<file path="src/design/spi_flash_pkg.sv">
package spi_flash_pkg;

	//////////////////////////////////////////////////
	// Bus and flash widths
	//////////////////////////////////////////////////

	localparam int FLASH_ADDR_W = 24;
	localparam int WORD_W = 32;
	localparam int STRB_W = WORD_W / 8;
	localparam int RESP_W = 2;
	localparam int OPCODE_W = 8;

	typedef logic [FLASH_ADDR_W-1:0] flash_addr_t;
	typedef logic [WORD_W-1:0] flash_word_t;
	typedef logic [RESP_W-1:0] axi_resp_t;

	// Byte offset bits inside a word are cleared
	localparam flash_addr_t WORD_ALIGN_MASK = ~flash_addr_t'(STRB_W - 1);
	localparam axi_resp_t RESP_OKAY = 2'b00;

	//////////////////////////////////////////////////
	// SPI read framing
	//////////////////////////////////////////////////

	// Standard slow read command
	localparam logic [OPCODE_W-1:0] READ_OPCODE = 8'h03;
	// Opcode plus address, then data
	localparam int CMD_BITS = OPCODE_W + FLASH_ADDR_W;
	localparam int XFER_BITS = CMD_BITS + WORD_W;
	localparam int BIT_CNT_W = $clog2(XFER_BITS);

	typedef logic [BIT_CNT_W-1:0] bit_cnt_t;
	localparam bit_cnt_t LAST_BIT = bit_cnt_t'(XFER_BITS - 1);

	typedef enum logic [1:0] {IDLE, SHIFT, FINISH} seq_state_t;

	// Read start from the bus port
	typedef struct packed {
		logic start;
		flash_addr_t addr;
	} read_req_t;

	// Flash pins
	typedef struct packed {
		logic cs_n;
		logic sck;
		logic mosi;
	} spi_out_t;

endpackage

</file>
<file path="src/design/flash_axi_port.sv">
`timescale 1ns/1ps

module flash_axi_port
(
	input  logic i_clk,
	input  logic i_reset,

	// Sequencer and capture side
	input  logic i_seq_done,
	input  spi_flash_pkg::flash_word_t i_cap_word,
	output spi_flash_pkg::read_req_t o_req,

	// AXI read address channel
	input  logic i_arvalid,
	output logic o_arready,
	input  spi_flash_pkg::flash_addr_t i_araddr,

	// AXI read data channel
	output logic o_rvalid,
	input  logic i_rready,
	output spi_flash_pkg::flash_word_t o_rdata,
	output spi_flash_pkg::axi_resp_t o_rresp,

	// AXI write address and data channels
	input  logic i_awvalid,
	output logic o_awready,
	input  spi_flash_pkg::flash_addr_t i_awaddr,
	input  logic i_wvalid,
	output logic o_wready,
	input  spi_flash_pkg::flash_word_t i_wdata,
	input  logic [spi_flash_pkg::STRB_W-1:0] i_wstrb,

	// AXI write response channel
	output logic o_bvalid,
	input  logic i_bready,
	output spi_flash_pkg::axi_resp_t o_bresp
);

	logic rd_busy;
	logic ar_fire;
	logic r_fire;
	logic wr_fire;
	logic b_fire;

	//////////////////////////////////////////////////
	// Read path
	//////////////////////////////////////////////////

	// Busy from AR handshake until R handshake
	// covers both the SPI frame and the held response
	assign o_arready = !rd_busy;
	assign ar_fire = i_arvalid && o_arready;
	assign r_fire = o_rvalid && i_rready;

	// Start strobe in the handshake cycle
	always_comb
	begin
		o_req.start = ar_fire;
		o_req.addr = i_araddr & spi_flash_pkg::WORD_ALIGN_MASK;
	end

	always_ff @(posedge i_clk)
	begin
		if (i_reset)
		begin
			rd_busy <= 1'b0;
			o_rvalid <= 1'b0;
		end
		else
		begin
			if (ar_fire)
				rd_busy <= 1'b1;
			else if (r_fire)
				rd_busy <= 1'b0;

			// Response goes out the clock after the frame ends
			if (i_seq_done)
				o_rvalid <= 1'b1;
			else if (r_fire)
				o_rvalid <= 1'b0;
		end
	end

	// Captured word held until the master takes it
	always_ff @(posedge i_clk)
	begin
		if (i_seq_done)
			o_rdata <= i_cap_word;
	end

	assign o_rresp = spi_flash_pkg::RESP_OKAY;

	//////////////////////////////////////////////////
	// Write path
	//////////////////////////////////////////////////

	// Read-only flash, so i_awaddr, i_wdata and i_wstrb are dropped
	// AW and W taken together, blocked while a response is held
	assign wr_fire = i_awvalid && i_wvalid && !o_bvalid;
	assign o_awready = wr_fire;
	assign o_wready = wr_fire;
	assign b_fire = o_bvalid && i_bready;

	always_ff @(posedge i_clk)
	begin
		if (i_reset)
			o_bvalid <= 1'b0;
		else if (wr_fire)
			o_bvalid <= 1'b1;
		else if (b_fire)
			o_bvalid <= 1'b0;
	end

	// Always OKAY
	assign o_bresp = spi_flash_pkg::RESP_OKAY;

endmodule

</file>
<file path="src/design/spi_read_sequencer.sv">
`timescale 1ns/1ps

module spi_read_sequencer
(
	input  logic i_clk,
	input  logic i_reset,
	input  spi_flash_pkg::read_req_t i_req,
	output spi_flash_pkg::spi_out_t o_spi,
	output logic o_seq_done
);

	spi_flash_pkg::seq_state_t state;
	// Opcode and address, MSB goes out first
	logic [spi_flash_pkg::CMD_BITS-1:0] cmd_sr;
	spi_flash_pkg::bit_cnt_t bit_cnt;
	// Low for one clock, high for one clock
	logic sck_phase;
	logic last_bit;

	// High phase of the final bit in the frame
	assign last_bit = sck_phase && (bit_cnt == spi_flash_pkg::LAST_BIT);

	//////////////////////////////////////////////////
	// Frame FSM
	//////////////////////////////////////////////////

	always_ff @(posedge i_clk)
	begin
		if (i_reset)
		begin
			state <= spi_flash_pkg::IDLE;
			sck_phase <= 1'b0;
			bit_cnt <= '0;
			// Keeps MOSI low out of reset
			cmd_sr <= '0;
		end
		else
		begin
			case (state)
				spi_flash_pkg::IDLE:
				begin
					if (i_req.start)
					begin
						state <= spi_flash_pkg::SHIFT;
						cmd_sr <= {spi_flash_pkg::READ_OPCODE, i_req.addr};
						bit_cnt <= '0;
						sck_phase <= 1'b0;
					end
				end

				spi_flash_pkg::SHIFT:
				begin
					sck_phase <= !sck_phase;
					// Next bit moves up at the end of each high phase
					// zero fill covers the data phase
					if (sck_phase)
					begin
						cmd_sr <= {cmd_sr[spi_flash_pkg::CMD_BITS-2:0], 1'b0};
						bit_cnt <= bit_cnt + spi_flash_pkg::bit_cnt_t'(1);
						if (last_bit)
							state <= spi_flash_pkg::FINISH;
					end
				end

				// One clock with CS released, done strobe out
				spi_flash_pkg::FINISH:
					state <= spi_flash_pkg::IDLE;

				default:
					state <= spi_flash_pkg::IDLE;
			endcase
		end
	end

	//////////////////////////////////////////////////
	// Pins and done strobe
	//////////////////////////////////////////////////

	// Chip select only asserted while bits are moving
	always_comb
	begin
		o_spi.cs_n = (state != spi_flash_pkg::SHIFT);
		o_spi.sck = sck_phase;
		o_spi.mosi = cmd_sr[spi_flash_pkg::CMD_BITS-1];
	end

	// Clock after the last SCK rising edge
	assign o_seq_done = (state == spi_flash_pkg::FINISH);

endmodule

</file>
<file path="src/design/spi_data_capture.sv">
`timescale 1ns/1ps

module spi_data_capture
(
	input  logic i_clk,
	input  spi_flash_pkg::spi_out_t i_spi,
	input  logic i_spi_miso,
	output spi_flash_pkg::flash_word_t o_cap_word
);

	logic sample_en;

	//////////////////////////////////////////////////
	// MISO sampling
	//////////////////////////////////////////////////

	// High SCK phase inside an active frame
	// flash sees its rising edge at the start of this clock
	assign sample_en = !i_spi.cs_n && i_spi.sck;

	// Shift in MSB first on every sampled bit
	// Command phase bits fall off the top, so after 64 bits
	// only the 32 data bits remain
	always_ff @(posedge i_clk)
	begin
		if (sample_en)
			o_cap_word <= {o_cap_word[spi_flash_pkg::WORD_W-2:0], i_spi_miso};
	end

	// Last sample lands at the end of the final high phase,
	// so the word is complete in the done strobe cycle

endmodule

</file>
<file path="src/design/spi_flash_reader.sv">
`timescale 1ns/1ps

module spi_flash_reader
(
	input  logic i_clk,
	input  logic i_reset,

	// AXI4-Lite slave
	input  logic i_arvalid,
	output logic o_arready,
	input  spi_flash_pkg::flash_addr_t i_araddr,
	output logic o_rvalid,
	input  logic i_rready,
	output spi_flash_pkg::flash_word_t o_rdata,
	output spi_flash_pkg::axi_resp_t o_rresp,
	input  logic i_awvalid,
	output logic o_awready,
	input  spi_flash_pkg::flash_addr_t i_awaddr,
	input  logic i_wvalid,
	output logic o_wready,
	input  spi_flash_pkg::flash_word_t i_wdata,
	input  logic [spi_flash_pkg::STRB_W-1:0] i_wstrb,
	output logic o_bvalid,
	input  logic i_bready,
	output spi_flash_pkg::axi_resp_t o_bresp,

	// SPI flash pins
	output logic o_spi_cs_n,
	output logic o_spi_sck,
	output logic o_spi_mosi,
	input  logic i_spi_miso
);

	spi_flash_pkg::read_req_t read_req;
	spi_flash_pkg::spi_out_t spi;
	spi_flash_pkg::flash_word_t cap_word;
	logic seq_done;

	//////////////////////////////////////////////////
	// Bus port
	//////////////////////////////////////////////////

	flash_axi_port u_axi_port
	(
		.i_clk(i_clk),
		.i_reset(i_reset),
		.i_seq_done(seq_done),
		.i_cap_word(cap_word),
		.o_req(read_req),
		.i_arvalid(i_arvalid),
		.o_arready(o_arready),
		.i_araddr(i_araddr),
		.o_rvalid(o_rvalid),
		.i_rready(i_rready),
		.o_rdata(o_rdata),
		.o_rresp(o_rresp),
		.i_awvalid(i_awvalid),
		.o_awready(o_awready),
		.i_awaddr(i_awaddr),
		.i_wvalid(i_wvalid),
		.o_wready(o_wready),
		.i_wdata(i_wdata),
		.i_wstrb(i_wstrb),
		.o_bvalid(o_bvalid),
		.i_bready(i_bready),
		.o_bresp(o_bresp)
	);

	//////////////////////////////////////////////////
	// SPI side
	//////////////////////////////////////////////////

	spi_read_sequencer u_sequencer
	(
		.i_clk(i_clk),
		.i_reset(i_reset),
		.i_req(read_req),
		.o_spi(spi),
		.o_seq_done(seq_done)
	);

	// Watches the same pins the flash sees
	spi_data_capture u_capture
	(
		.i_clk(i_clk),
		.i_spi(spi),
		.i_spi_miso(i_spi_miso),
		.o_cap_word(cap_word)
	);

	// Pin struct out to the package pins
	assign o_spi_cs_n = spi.cs_n;
	assign o_spi_sck = spi.sck;
	assign o_spi_mosi = spi.mosi;

endmodule

</file>
<file path="config.mk">
export PLATFORM = sky130hd
export DESIGN_NAME = spi_flash_reader
export DESIGN_NICKNAME = d
export VERILOG_FILES = /design/src/design/spi_flash_pkg.sv /design/src/design/flash_axi_port.sv /design/src/design/spi_read_sequencer.sv /design/src/design/spi_data_capture.sv /design/src/design/spi_flash_reader.sv
export SDC_FILE = /design/constraint.sdc
export NUM_CORES = 1
export LEC_CHECK = 0
export ABC_AREA = 1
export BUFFER_PORTS_ARGS = -buffer_cell sky130_fd_sc_hd__clkbuf_2
export CAP_MARGIN = 20
export CORE_MARGIN = 5
export CORE_UTILIZATION = 27
export CTS_CLUSTER_DIAMETER = 100
export DETAILED_ROUTE_END_ITERATION = 6
export REMOVE_ABC_BUFFERS = 1
export SLEW_MARGIN = 25
export SYNTH_ARGS = -nofsm -noshare
export SYNTH_HDL_FRONTEND = slang
export SYNTH_SLANG_ARGS = --single-unit
</file>
<file path="constraint.sdc">
create_clock -name i_clk -period 6.4 [get_ports i_clk]
set_input_delay 1.28 -clock i_clk [delete_from_list [all_inputs] [get_ports i_clk]]
set_output_delay 1.28 -clock i_clk [all_outputs]
set_load 0.01 [all_outputs]
</file>
# After elaboration in Yosys (flattened, before gate mapping)
# Index checks and enable logic that the tools add are counted.
# classes
addsub	1
eq_ne	7
n_mux	17
reduce_logical	19
# op_table
op	count
$mux W32	2
$pmux W32 S2	1
$mux W6	2
$pmux W6 S2	1
$reduce_bool A2 Y1	4
$logic_and A1 B1 Y1	7
$add A6 B1 Y6 const B	1
$eq A6 B6 Y1 const B	1
$mux W1	6
$mux W2	3
$ne A2 B1 Y1 const B	3
$reduce_and A3 Y1	2
$logic_not A1 Y1	4
$pmux W2 S2	1
$eq A2 B1 Y1 const B	1
$eq A2 B2 Y1 const B	1
$logic_not A2 Y1	1
$ne A2 B2 Y1 const B	1
$pmux W1 S2	1
$reduce_and A2 Y1	1
# totals
regBits	108

# Longest topological paths before layout
# Gate-level depths: netlist of run 1.
# logic_depth
word_depth	5
mapped_depth	8
ltp_nobuf	8

# Modules after synthesis
# Synthesis of run 1 repeated with hierarchy kept, for this count alone.
# hier_totals
cells_unflattened	391
area_unflattened_um2	4186.5
# by_module_without_submodules
mod	instances	cells_per_inst	area_each_um2	seq_area_each_um2
spi_read_sequencer	1	276	1889.3	820.8
flash_axi_port	1	81	1326.3	1021.0
spi_data_capture	1	34	970.9	960.9

# Worst setup path after synthesis of run 1
# Ideal clock, no wire load.
# synth_timing
path_kind	in2out
from	in i_awvalid
to	out o_wready
arrival_time_ps	1715
slack_ps	3405
stages	3
path_buffers	1
cell_sequence	nand2_1 nor2_1 buf_4
# synth_between
elab_chain_cells	2
# synth_lines
element	line	rtl
from (decl)	spi_flash_reader.sv:16	input logic i_awvalid,
$logic_and A1 B1 Y1 (2 in series)	flash_axi_port.sv:99	assign wr_fire = i_awvalid && i_wvalid && !o_bvalid;
to (decl)	spi_flash_reader.sv:20	output logic o_wready,
# No other way between the ends.

# Worst setup path after layout of run 1
# layout_timing
from	reg u_sequencer.state[0]
to	out o_spi_cs_n
# layout_between
elab_chain_cells	1
# layout_lines
element	line	rtl
from (decl)	spi_read_sequencer.sv:12	spi_flash_pkg::seq_state_t state;
from (signal assigned)	spi_read_sequencer.sv:31	state <= spi_flash_pkg::IDLE;
from (signal assigned)	spi_read_sequencer.sv:44	state <= spi_flash_pkg::SHIFT;
from (signal assigned)	spi_read_sequencer.sv:61	state <= spi_flash_pkg::FINISH;
$ne A2 B1 Y1	spi_read_sequencer.sv:82	o_spi.cs_n = (state != spi_flash_pkg::SHIFT);
to (decl)	spi_flash_reader.sv:28	output logic o_spi_cs_n,
# No other way between the ends.

==> results.py, run 1 <==
metrics = {
    "setup_path": {
        "critical_path.max_fanout": 31,
        "crit_start": "u_sequencer.state[0]",
        "worst-path-buf-inv": 3,
        "path_depth": 4,
        "endpoint": "o_spi_cs_n",
        "slowest_delay_ps": 560,
        "crit_type": "flop to output pin",
        "r2r_cells": 7,
        "critPathMostFrequentCell": "inv_2",
        "r2r_slack_ps": 4470,
        "endpoint_kind": "output pin",
        "crit_chain": "inv_2, nor2_4, inv_2, clkbuf_2",
        "rr_endpoint": "u_sequencer.cmd_sr[3]",
        "worstPathArrival_ps": 2020,
        "r2r-start": "u_sequencer.state[0]",
        "cpLargestDelayFamily": "buffers and inverters",
        "crit_required_ps": 5120,
        "crit_slowest_cell": "nor2_4",
        "worstSetupStartpointType": "flop",
    },
    "cells_and_area": {
        "multiInputGateArea_sq_um": 922,
        "mostFrequentLayoutCell": "nand2_1",
        "final_cell_mix": "87 x nand2_1, 69 x clkbuf_2, 64 x edfxtp_1",
        "n_fill_cell": 1407,
        "area_delta_synth_final_pct": 19.7,
        "final_layout_size_suffix_gt1_share_pct": 22.8,
        "layout.area.seq_sq_um": 2760,
        "final_nets": 509,
        "fin_util_pct": 33.1,
        "diodes": 0,
    },
    "clocking": {
        "tritoncts": "done",
        "clk_pin_slew_worst_paths_ps": 70,
        "clock_latency_ps": 340,
        "postCtsSetupBuffers": 0,
        "root_buffer": "clkbuf_16",
        "numCtsBuffers": 9,
        "cts_htree_levels": 3,
        "clk_path_buf_depth": 2,
        "clock-sinks": 106,
        "postCtsHoldBufs": 0,
        "cts_resized": 0,
    },
    "drt": {
        "routedWlPerCell_microns": 12.2,
        "drt_pre_antenna_iters": 4,
        "drc": 0,
        "vias": 2561,
        "antenna_left": 0,
        "wl_microns": 7350,
        "first_iter_violations": 218,
        "wl_met2_microns": 3300,
        "dr_wl_met3_microns": 565,
        "via_per_inst": 4.26,
        "wl_met1_microns": 3380,
        "highest_layer": "met4",
    },
    "global_route": {
        "grt_pass1_wl_microns": 11900,
        "antenna_found_initial": 0,
        "grt_max_degree": 38,
        "grt_pass1_vias": 2427,
        "grtUsageTotal_pct": 9.05,
        "overflow": 0,
    },
    "min_path": {
        "hold_path_class": "flop to flop",
        "min_path_cells": 0,
    },
    "floorplanning": {
        "die_h_microns": 129,
        "num_io_pins": 136,
        "rows": 43,
        "initial_core_util_pct": 27.6,
        "fp.dieW_microns": 129,
        "core_sq_um": 13900,
        "dieArea_sq_um": 16800,
    },
    "logic_synthesis": {
        "ys_seq_area_share_pct": 71.7,
        "synth_area_leaders": "edfxtp_1 50%, dfxtp_1 22%, nand2_1 8.5%",
        "netlist.area_leader.share_pct": 49.9,
        "ys_types": 23,
        "ys_ff_latch": 106,
        "avgSynthCellArea_sq_um": 11.0,
        "synthCells": 351,
        "ys_warn_count": 0,
        "synth_top_area_cell": "edfxtp_1",
        "synthesis.area_sq_um": 3850,
    },
    "timing": {
        "fin_crit_sh_pct": 51.6,
        "timing.final.crit_period_ps": 3300,
        "fin_setup_tns_ps": 0,
        "setup_viol": 0,
        "max_freq_mhz": 303,
        "hold_violations": 0,
        "slew_headroom_pct": 50.9,
        "slew_violations": 0,
        "skew_ps": 6.72,
        "tightest_slew_ps": 736,
        "rsz0062_at_grt": "no",
    },
    "power": {
        "ir_drop_mv": 0.132,
        "p_leak_nw": 1.85,
        "powerDensity_nw_per_um2": 301,
    },
    "placed_design": {
        "routabilityCongestion": 0.732,
        "port_buffers": 69,
        "hpwl_microns": 4800,
    },
    "run_status": {
        "outcome": "finished clean",
    },
    "flow_run": {
        "cap_violations": 0,
    },
}
[metal layers]
layer / global-route usage [%] / up-vias
met5: 0 / -
li1: - / 1281
met4: 3.30 / 0
met3: 2.72 / 10
met2: 14.1 / 87
met1: 12.0 / 1183
[power by group]
| group | leakage (nW) | total (W) | internal, W | switching (W) |
|---|---|---|---|---|
| clock network | 0.138 | 0.000530 | 0.000274 | 0.000256 |
| logic | 0.788 | 0.000101 | 0.0000319 | 0.0000691 |
| registers | 0.921 | 0.000756 | 0.000744 | 0.0000128 |
[synthesized netlist by cell type, drive strengths merged]
master,count
nand2,88
buf,15
clkbuf,4
o21a,1
conb,1
nor2,61
ha,1
dfxtp,42
edfxtp,64
o21ai,27
nand3,13
inv,17
nor3,2
a21oi,13
nand4,2
[worst reg2reg max path, cell delays in order, from the launching register on]
cell     delay [ps]
dfxtp_1         410
inv_2            80
nor2_4          560
inv_2           400
nand2_1         160
o21ai_1          70
nor2_1          100
nor2_1           50
[cells by family after synthesis]
kind of cell,after synthesis,share of synthesized area (%)
simple gates,166,17.8
flops,106,71.7
compound gates,41,5.39
buf+inv,36,4.71
fa+ha+maj,1,0.325
other cells,1,0.0973
[stage by stage]
stage | power [W] | cell area [sq um] | instances | setup slack, ps | hold WS [ps]
final | 0.00139 | 4610 | 601 | 3100 | 422
after floorplan | 0.000837 | 3750 | 335 | 3490 | 400
after global placement | 0.000870 | 4330 | 585 | 3420 | 401
after detailed placement | 0.000874 | 4330 | 585 | 3400 | 406
after CTS | 0.00141 | 4610 | 601 | 3050 | 424
after global routing | 0.00145 | 4610 | 601 | 2930 | 443
[flip-flops by register name, summed over array words and instances, names as in the netlist]
name	cells
u_axi_port.o_rdata	32
u_capture.o_cap_word	32
u_sequencer.cmd_sr	30
u_sequencer.bit_cnt	6
u_sequencer.state	2
u_axi_port.o_bvalid	1
u_axi_port.o_rvalid	1
u_axi_port.rd_busy	1
u_sequencer.sck_phase	1
[worst min path at each step]
stage,start,end,slack (ps)
finish,u_capture.o_cap_word[31],u_axi_port.o_rdata[31],420
global route,u_capture.o_cap_word[31],u_axi_port.o_rdata[31],440
CTS,u_capture.o_cap_word[31],u_axi_port.o_rdata[31],420
detailed placement,u_capture.o_cap_word[31],u_axi_port.o_rdata[31],410
global placement,u_capture.o_cap_word[31],u_axi_port.o_rdata[31],400
floorplan,u_capture.o_cap_word[31],u_axi_port.o_rdata[31],400
[area by class of cell]
| type | instances | share of cell area [%] |
|---|---|---|
| flip-flops and latches | 106 | 59.9 |
| multi-input cells | 212 | 20.0 |
| repair buffers | 70 | 7.65 |
| clock buffers | 10 | 4.96 |
| well taps | 180 | 4.88 |
| inverters | 17 | 1.38 |
| clock inverters | 6 | 1.22 |
No activity file was read; power rests on OpenSTA's default activity.
==> inputs of run 2 (changes only) <==
ABC_AREA = 0   (was 1)
clock period = 2.9 ns   (was 6.4 ns; I/O delays follow)
==> results.py, run 2 <==
metrics = {
    "run_status": {
        "outcome": "finished clean",
    },
    "global_route": {
        "grt_max_degree": 45,
        "antenna_found_initial": 0,
        "grtUsageTotal_pct": 8.53,
        "grt_pass1_vias": 2249,
        "grt_pass1_wl_microns": 11000,
        "overflow": 0,
    },
    "flow_run": {
        "cap_violations": 0,
    },
    "drt": {
        "routedWlPerCell_microns": 13.4,
        "via_per_inst": 4.28,
        "drc": 0,
        "wl_microns": 6810,
        "drt_pre_antenna_iters": 4,
        "antenna_left": 0,
        "vias": 2177,
        "first_iter_violations": 90,
    },
    "placed_design": {
        "routabilityCongestion": 0.712,
        "hpwl_microns": 4630,
        "port_buffers": 69,
    },
    "logic_synthesis": {
        "ys_warn_count": 0,
        "synthFlopType": "edfxtp_1",
        "synthesis.area_sq_um": 3840,
        "yosysMostFrequentCell": "edfxtp_1",
        "ys_ff_latch": 106,
        "synth_area_leaders": "edfxtp_1 50%, dfxtp_1 22%, a211oi_2 7.2%",
        "synth_common_cells": "64 x edfxtp_1, 42 x dfxtp_1, 42 x nor2_1",
        "synth_top_area_cell": "edfxtp_1",
        "ys_types": 33,
        "synthCells": 255,
        "netlist.area_leader.share_pct": 50.1,
        "avgSynthCellArea_sq_um": 15.0,
        "synth_edf_count": 64,
        "ys_seq_area_share_pct": 72.0,
        "synth-async-reset-ratio_pct": 0,
    },
    "setup_path": {
        "rr_endpoint": "u_sequencer.cmd_sr[15]",
        "crit_type": "flop to flop",
        "worstPathArrival_ps": 2190,
        "r2r_cells": 5,
        "critical_path.max_fanout": 44,
        "r2r_slack_ps": 980,
        "worstSetupStartpointType": "flop",
        "endpoint_kind": "flop",
        "crit_required_ps": 3170,
        "r2r-start": "u_sequencer.state[0]",
    },
    "cells_and_area": {
        "final_cell_mix": "69 x clkbuf_2, 64 x edfxtp_1, 42 x nor2_1, 42 x dfxtp_1, 22 x a211oi_2",
        "final_nets": 417,
        "final_layout_size_suffix_gt1_share_pct": 35.9,
        "area_delta_synth_final_pct": 20.0,
        "mostFrequentLayoutCell": "clkbuf_2",
        "diodes": 0,
        "n_fill_cell": 1376,
        "reg_top3": "u_axi_port.o_rdata (32), u_capture.o_cap_word (32), u_sequencer.cmd_sr (30)",
    },
    "power": {
        "powerDensity_nw_per_um2": 659,
        "ir_drop_mv": 0.281,
        "power.total_w": 0.00303,
        "p_leak_nw": 1.67,
    },
    "floorplanning": {
        "dieArea_sq_um": 16700,
        "num_io_pins": 136,
        "rows": 43,
        "die_h_microns": 129,
        "core_sq_um": 13900,
        "fp.dieW_microns": 129,
        "initial_core_util_pct": 27.5,
    },
    "clocking": {
        "clk_pin_slew_worst_paths_ps": 70,
        "numCtsBuffers": 9,
        "cts_htree_levels": 3,
        "clk_path_buf_depth": 2,
        "postCtsHoldBufs": 0,
        "postCtsSetupBuffers": 0,
        "cts_resized": 0,
        "clock_latency_ps": 350,
        "clock-sinks": 106,
        "tritoncts": "done",
        "root_buffer": "clkbuf_16",
    },
    "timing": {
        "hold_violations": 0,
        "fin_crit_sh_pct": 66.2,
        "skew_ps": 5.91,
        "max_freq_mhz": 521,
        "rsz0062_at_grt": "no",
        "slew_headroom_pct": 50.8,
        "tightest_slew_ps": 735,
        "setup_viol": 0,
        "timing.final.crit_period_ps": 1920,
        "slew_violations": 0,
        "fin_setup_tns_ps": 0,
    },
    "min_path": {
        "min-delay-start": "i_spi_miso",
        "min_path_cells": 1,
        "hold_path_class": "primary input to flop",
        "min_to": "u_capture.o_cap_word[0]",
    },
}
[run 2: changes by cell type after synthesis, moves of 5 or more]
| cell | previous run | this run |
|---|---|---|
| o21ai_0 | 23 | 3 |
| buf_2 | 6 | 1 |
| nand3_1 | 12 | 1 |
| mux2i_1 | 0 | 21 |
| a211oi_2 | 0 | 22 |
| a22oi_1 | 0 | 8 |
| nand2_1 | 87 | 2 |
| nor2_1 | 57 | 42 |
| inv_1 | 13 | 4 |
| buf_6 | 1 | 6 |
| a21oi_1 | 13 | 6 |
[run 2: report_power, final]
group	switching, W	total [W]	leakage (nW)	internal, W
Clock	0.000571	0.00117	0.136	0.000602
Sequential	0.0000252	0.00165	0.920	0.00163
Combinational	0.000120	0.000208	0.610	0.0000874
[run 2: how the worst max path moves through the flow]
stage                                    start                     end  slack (ps)  cells after the start
after floorplan           u_sequencer.state[0]  u_sequencer.bit_cnt[2]        -600                      6
after global placement               i_arvalid   u_sequencer.cmd_sr[6]         790                      6
after detailed placement             i_arvalid  u_sequencer.cmd_sr[15]         740                      6
after CTS                 u_sequencer.state[0]  u_sequencer.cmd_sr[15]         960                      5
after global routing      u_sequencer.state[0]  u_sequencer.cmd_sr[11]         850                      5
final                     u_sequencer.state[0]  u_sequencer.cmd_sr[15]         980                      5
[run 2: critical path, stage by stage, from the launching register on]
cell      delay [ps]
dfxtp_1          370
nor4b_4          460
or2_2            220
buf_4            450
nor2_1           130
a211oi_2         210
[run 2: cell type report]
class | count | area [sq um] | area share [%]
sequential | 106 | 2760 | 60.0
multi-input combinational | 128 | 933 | 20.3
timing repair buffer | 74 | 383 | 8.31
clock buffer | 10 | 229 | 4.97
tap | 180 | 225 | 4.89
clock inverter | 6 | 53.8 | 1.17
inverter | 5 | 18.8 | 0.407
[run 2: metrics by stage]
step / setup slack (ps) / hold WS [ps] / instances / util, % / area (sq um)
after detailed placement: 740 / 423 / 493 / 31.0 / 4320
after floorplan: -600 / 400 / 239 / - / 3710
after global routing: 845 / 394 / 509 / 33.1 / 4610
final: 980 / 408 / 509 / 33.1 / 4610
after global placement: 791 / 403 / 493 / 31.0 / 4320
after CTS: 964 / 390 / 509 / 33.1 / 4610
[run 2: routing by layer]
| metal | share of wire [%] | vias to the layer above | track usage [%] | wire [microns] |
|---|---|---|---|---|
| met1 | 45 | 1031 | 10.3 | 3070 |
| met5 | 0 | - | 0 | 0 |
| met4 | 1.3 | 0 | 3.71 | 89 |
| met3 | 9.4 | 10 | 4.08 | 639 |
| met2 | 44 | 78 | 13.0 | 3010 |
| li1 | - | 1058 | - | - |
[run 2: cell families (layout without fill, tap and decap cells)]
family / after synthesis / in the layout / synth area share [%]
buffers and inverters: 24 / 95 / 4.04
adders and majority gates: 1 / 1 / 0.326
muxes: 21 / 21 / 5.48
xor gates and xnor gates: 2 / 2 / 0.457
and+or+nand+nor: 59 / 59 / 7.24
AOI/OAI and AO/OA: 41 / 41 / 10.4
DFF: 106 / 106 / 72.0
other: 1 / 4 / 0.0977
==> inputs of run 3 (changes only) <==
clock period = 1.6 ns   (was 2.9 ns; I/O delays follow)
==> results.py, run 3 (synthesized netlist as in run 2, its figures left out) <==
metrics = {
    "drt": {
        "routedWlPerCell_microns": 13.7,
        "vias": 2235,
        "antenna_left": 0,
        "wl_microns": 7120,
        "drc": 0,
        "first_iter_violations": 139,
        "via_per_inst": 4.31,
        "drt_pre_antenna_iters": 4,
    },
    "placed_design": {
        "routabilityCongestion": 0.728,
        "port_buffers": 69,
        "place_area_sq_um": 4420,
        "hpwl_microns": 4550,
        "dp_cells": 499,
    },
    "timing": {
        "fin_crit_sh_pct": 100,
        "rsz0062_at_grt": "yes",
        "setup_viol": 1,
        "timing.final.crit_period_ps": 1610,
        "max_freq_mhz": 622,
        "slew_violations": 0,
        "skew_ps": 5.48,
        "hold_violations": 0,
        "fin_ws_ps": -7.33,
    },
    "setup_path": {
        "crit_required_ps": 1830,
        "r2r-start": "u_sequencer.state[1]",
        "worstPathArrival_ps": 1840,
        "critical_path.max_fanout": 9,
        "crit_type": "flop to flop",
        "worstSetupStartpointType": "flop",
        "endpoint_kind": "flop",
        "crit_start": "u_sequencer.state[1]",
    },
    "global_route": {
        "grtUsageTotal_pct": 8.09,
        "grt_pass1_vias": 2158,
        "overflow": 0,
        "antenna_found_initial": 0,
        "grt_max_degree": 42,
        "grt_pass1_wl_microns": 10600,
    },
    "cells_and_area": {
        "area_delta_synth_final_pct": 25.3,
        "design_area_sq_um": 4810,
        "final_nets": 426,
        "diodes": 0,
        "instances_no_fill": 518,
        "mostFrequentLayoutCell": "clkbuf_2",
        "final_cell_mix": "69 x clkbuf_2, 64 x edfxtp_1, 40 x nor2_1, 40 x dfxtp_1, 22 x a211oi_2",
        "final_layout_size_suffix_gt1_share_pct": 40.2,
        "reg_top3": "u_axi_port.o_rdata (32), u_capture.o_cap_word (32), u_sequencer.cmd_sr (30)",
    },
    "power": {
        "powerDensity_nw_per_um2": 1160,
        "p_leak_nw": 1.75,
        "ir_drop_mv": 0.543,
    },
    "clocking": {
        "cts_htree_levels": 3,
        "numCtsBuffers": 9,
        "clock-sinks": 106,
        "postCtsHoldBufs": 0,
        "root_buffer": "clkbuf_16",
        "clk_path_buf_depth": 2,
        "clock_latency_ps": 340,
        "tritoncts": "done",
        "clk_pin_slew_worst_paths_ps": 70,
    },
    "run_status": {
        "outcome": "finished, violations left",
        "violations": "negative setup slack",
    },
    "floorplanning": {
        "fp.dieW_microns": 129,
        "num_io_pins": 136,
        "dieArea_sq_um": 16700,
        "core_sq_um": 13900,
        "die_h_microns": 129,
        "rows": 43,
        "initial_core_util_pct": 27.5,
    },
    "min_path": {
        "hold_path_class": "primary input to flop",
        "min-delay-start": "i_spi_miso",
    },
    "flow_run": {
        "cap_violations": 0,
    },
}
## run 3: path summary, 6_finish.rpt
kind	to	slack (ps)	cells after the start
setup reg to reg	u_sequencer.bit_cnt[3]	-7	7
hold reg to reg	u_axi_port.o_rdata[31]	430	0
setup / recovery	u_sequencer.bit_cnt[3]	-7	7
hold / removal	u_capture.o_cap_word[0]	160	1
## run 3: cell type report
class / count / area, sq um
sequential: 106 / 2770
multi-input combinational: 128 / 967
clock inverter: 6 / 57.6
inverter: 5 / 18.8
clock buffer: 10 / 229
tap: 180 / 225
timing repair buffer: 83 / 547
fill: 1344 / 9130
## run 3: metal layers
metal	track usage (%)	wire, microns
met5	0	0
met4	2.84	76
met3	3.59	659
met2	12.0	3140
met1	10.5	3250
## run 3: worst max-delay path, cell delays in order, from the launching register on
cell and delay, ps:
dfxtp_2 320, buf_6 110, nor4b_4 370, buf_4 200, nor2_4 40, buf_4 170
o21ai_1 200, a21oi_2 80
## run 3: what timing repair did
action | 4_1_cts | 5_1_grt
setup endpoints to repair | 1 | 16
pin swaps | 1 | 7
hold endpoints to repair | 0 | 0
setup buffers | 0 | 1
gates cloned | 0 | 2
resized for setup | 2 | 13
## run 3: stage by stage
step | util, % | TNS (ps) | power [W] | worst slack, ps | hold WS [ps]
after floorplan | - | -113220 | 0.00331 | -1900 | 385
after CTS | 33.8 | -3.12 | 0.00560 | -3.12 | 145
after global routing | 34.5 | -178 | 0.00580 | -43.3 | 145
final | 34.5 | -7.33 | 0.00557 | -7.33 | 157
after global placement | 31.7 | 0 | 0.00346 | 42.3 | 406
after detailed placement | 31.7 | 0 | 0.00348 | 6.08 | 413
## run 3: power breakdown
group | leakage, nW | switching [W] | internal (W) | total, W
logic | 0.689 | 0.000245 | 0.000214 | 0.000459
registers | 0.921 | 0.0000468 | 0.00295 | 0.00300
clock network | 0.141 | 0.00102 | 0.00110 | 0.00211
total | 1.75 | 0.00131 | 0.00426 | 0.00557
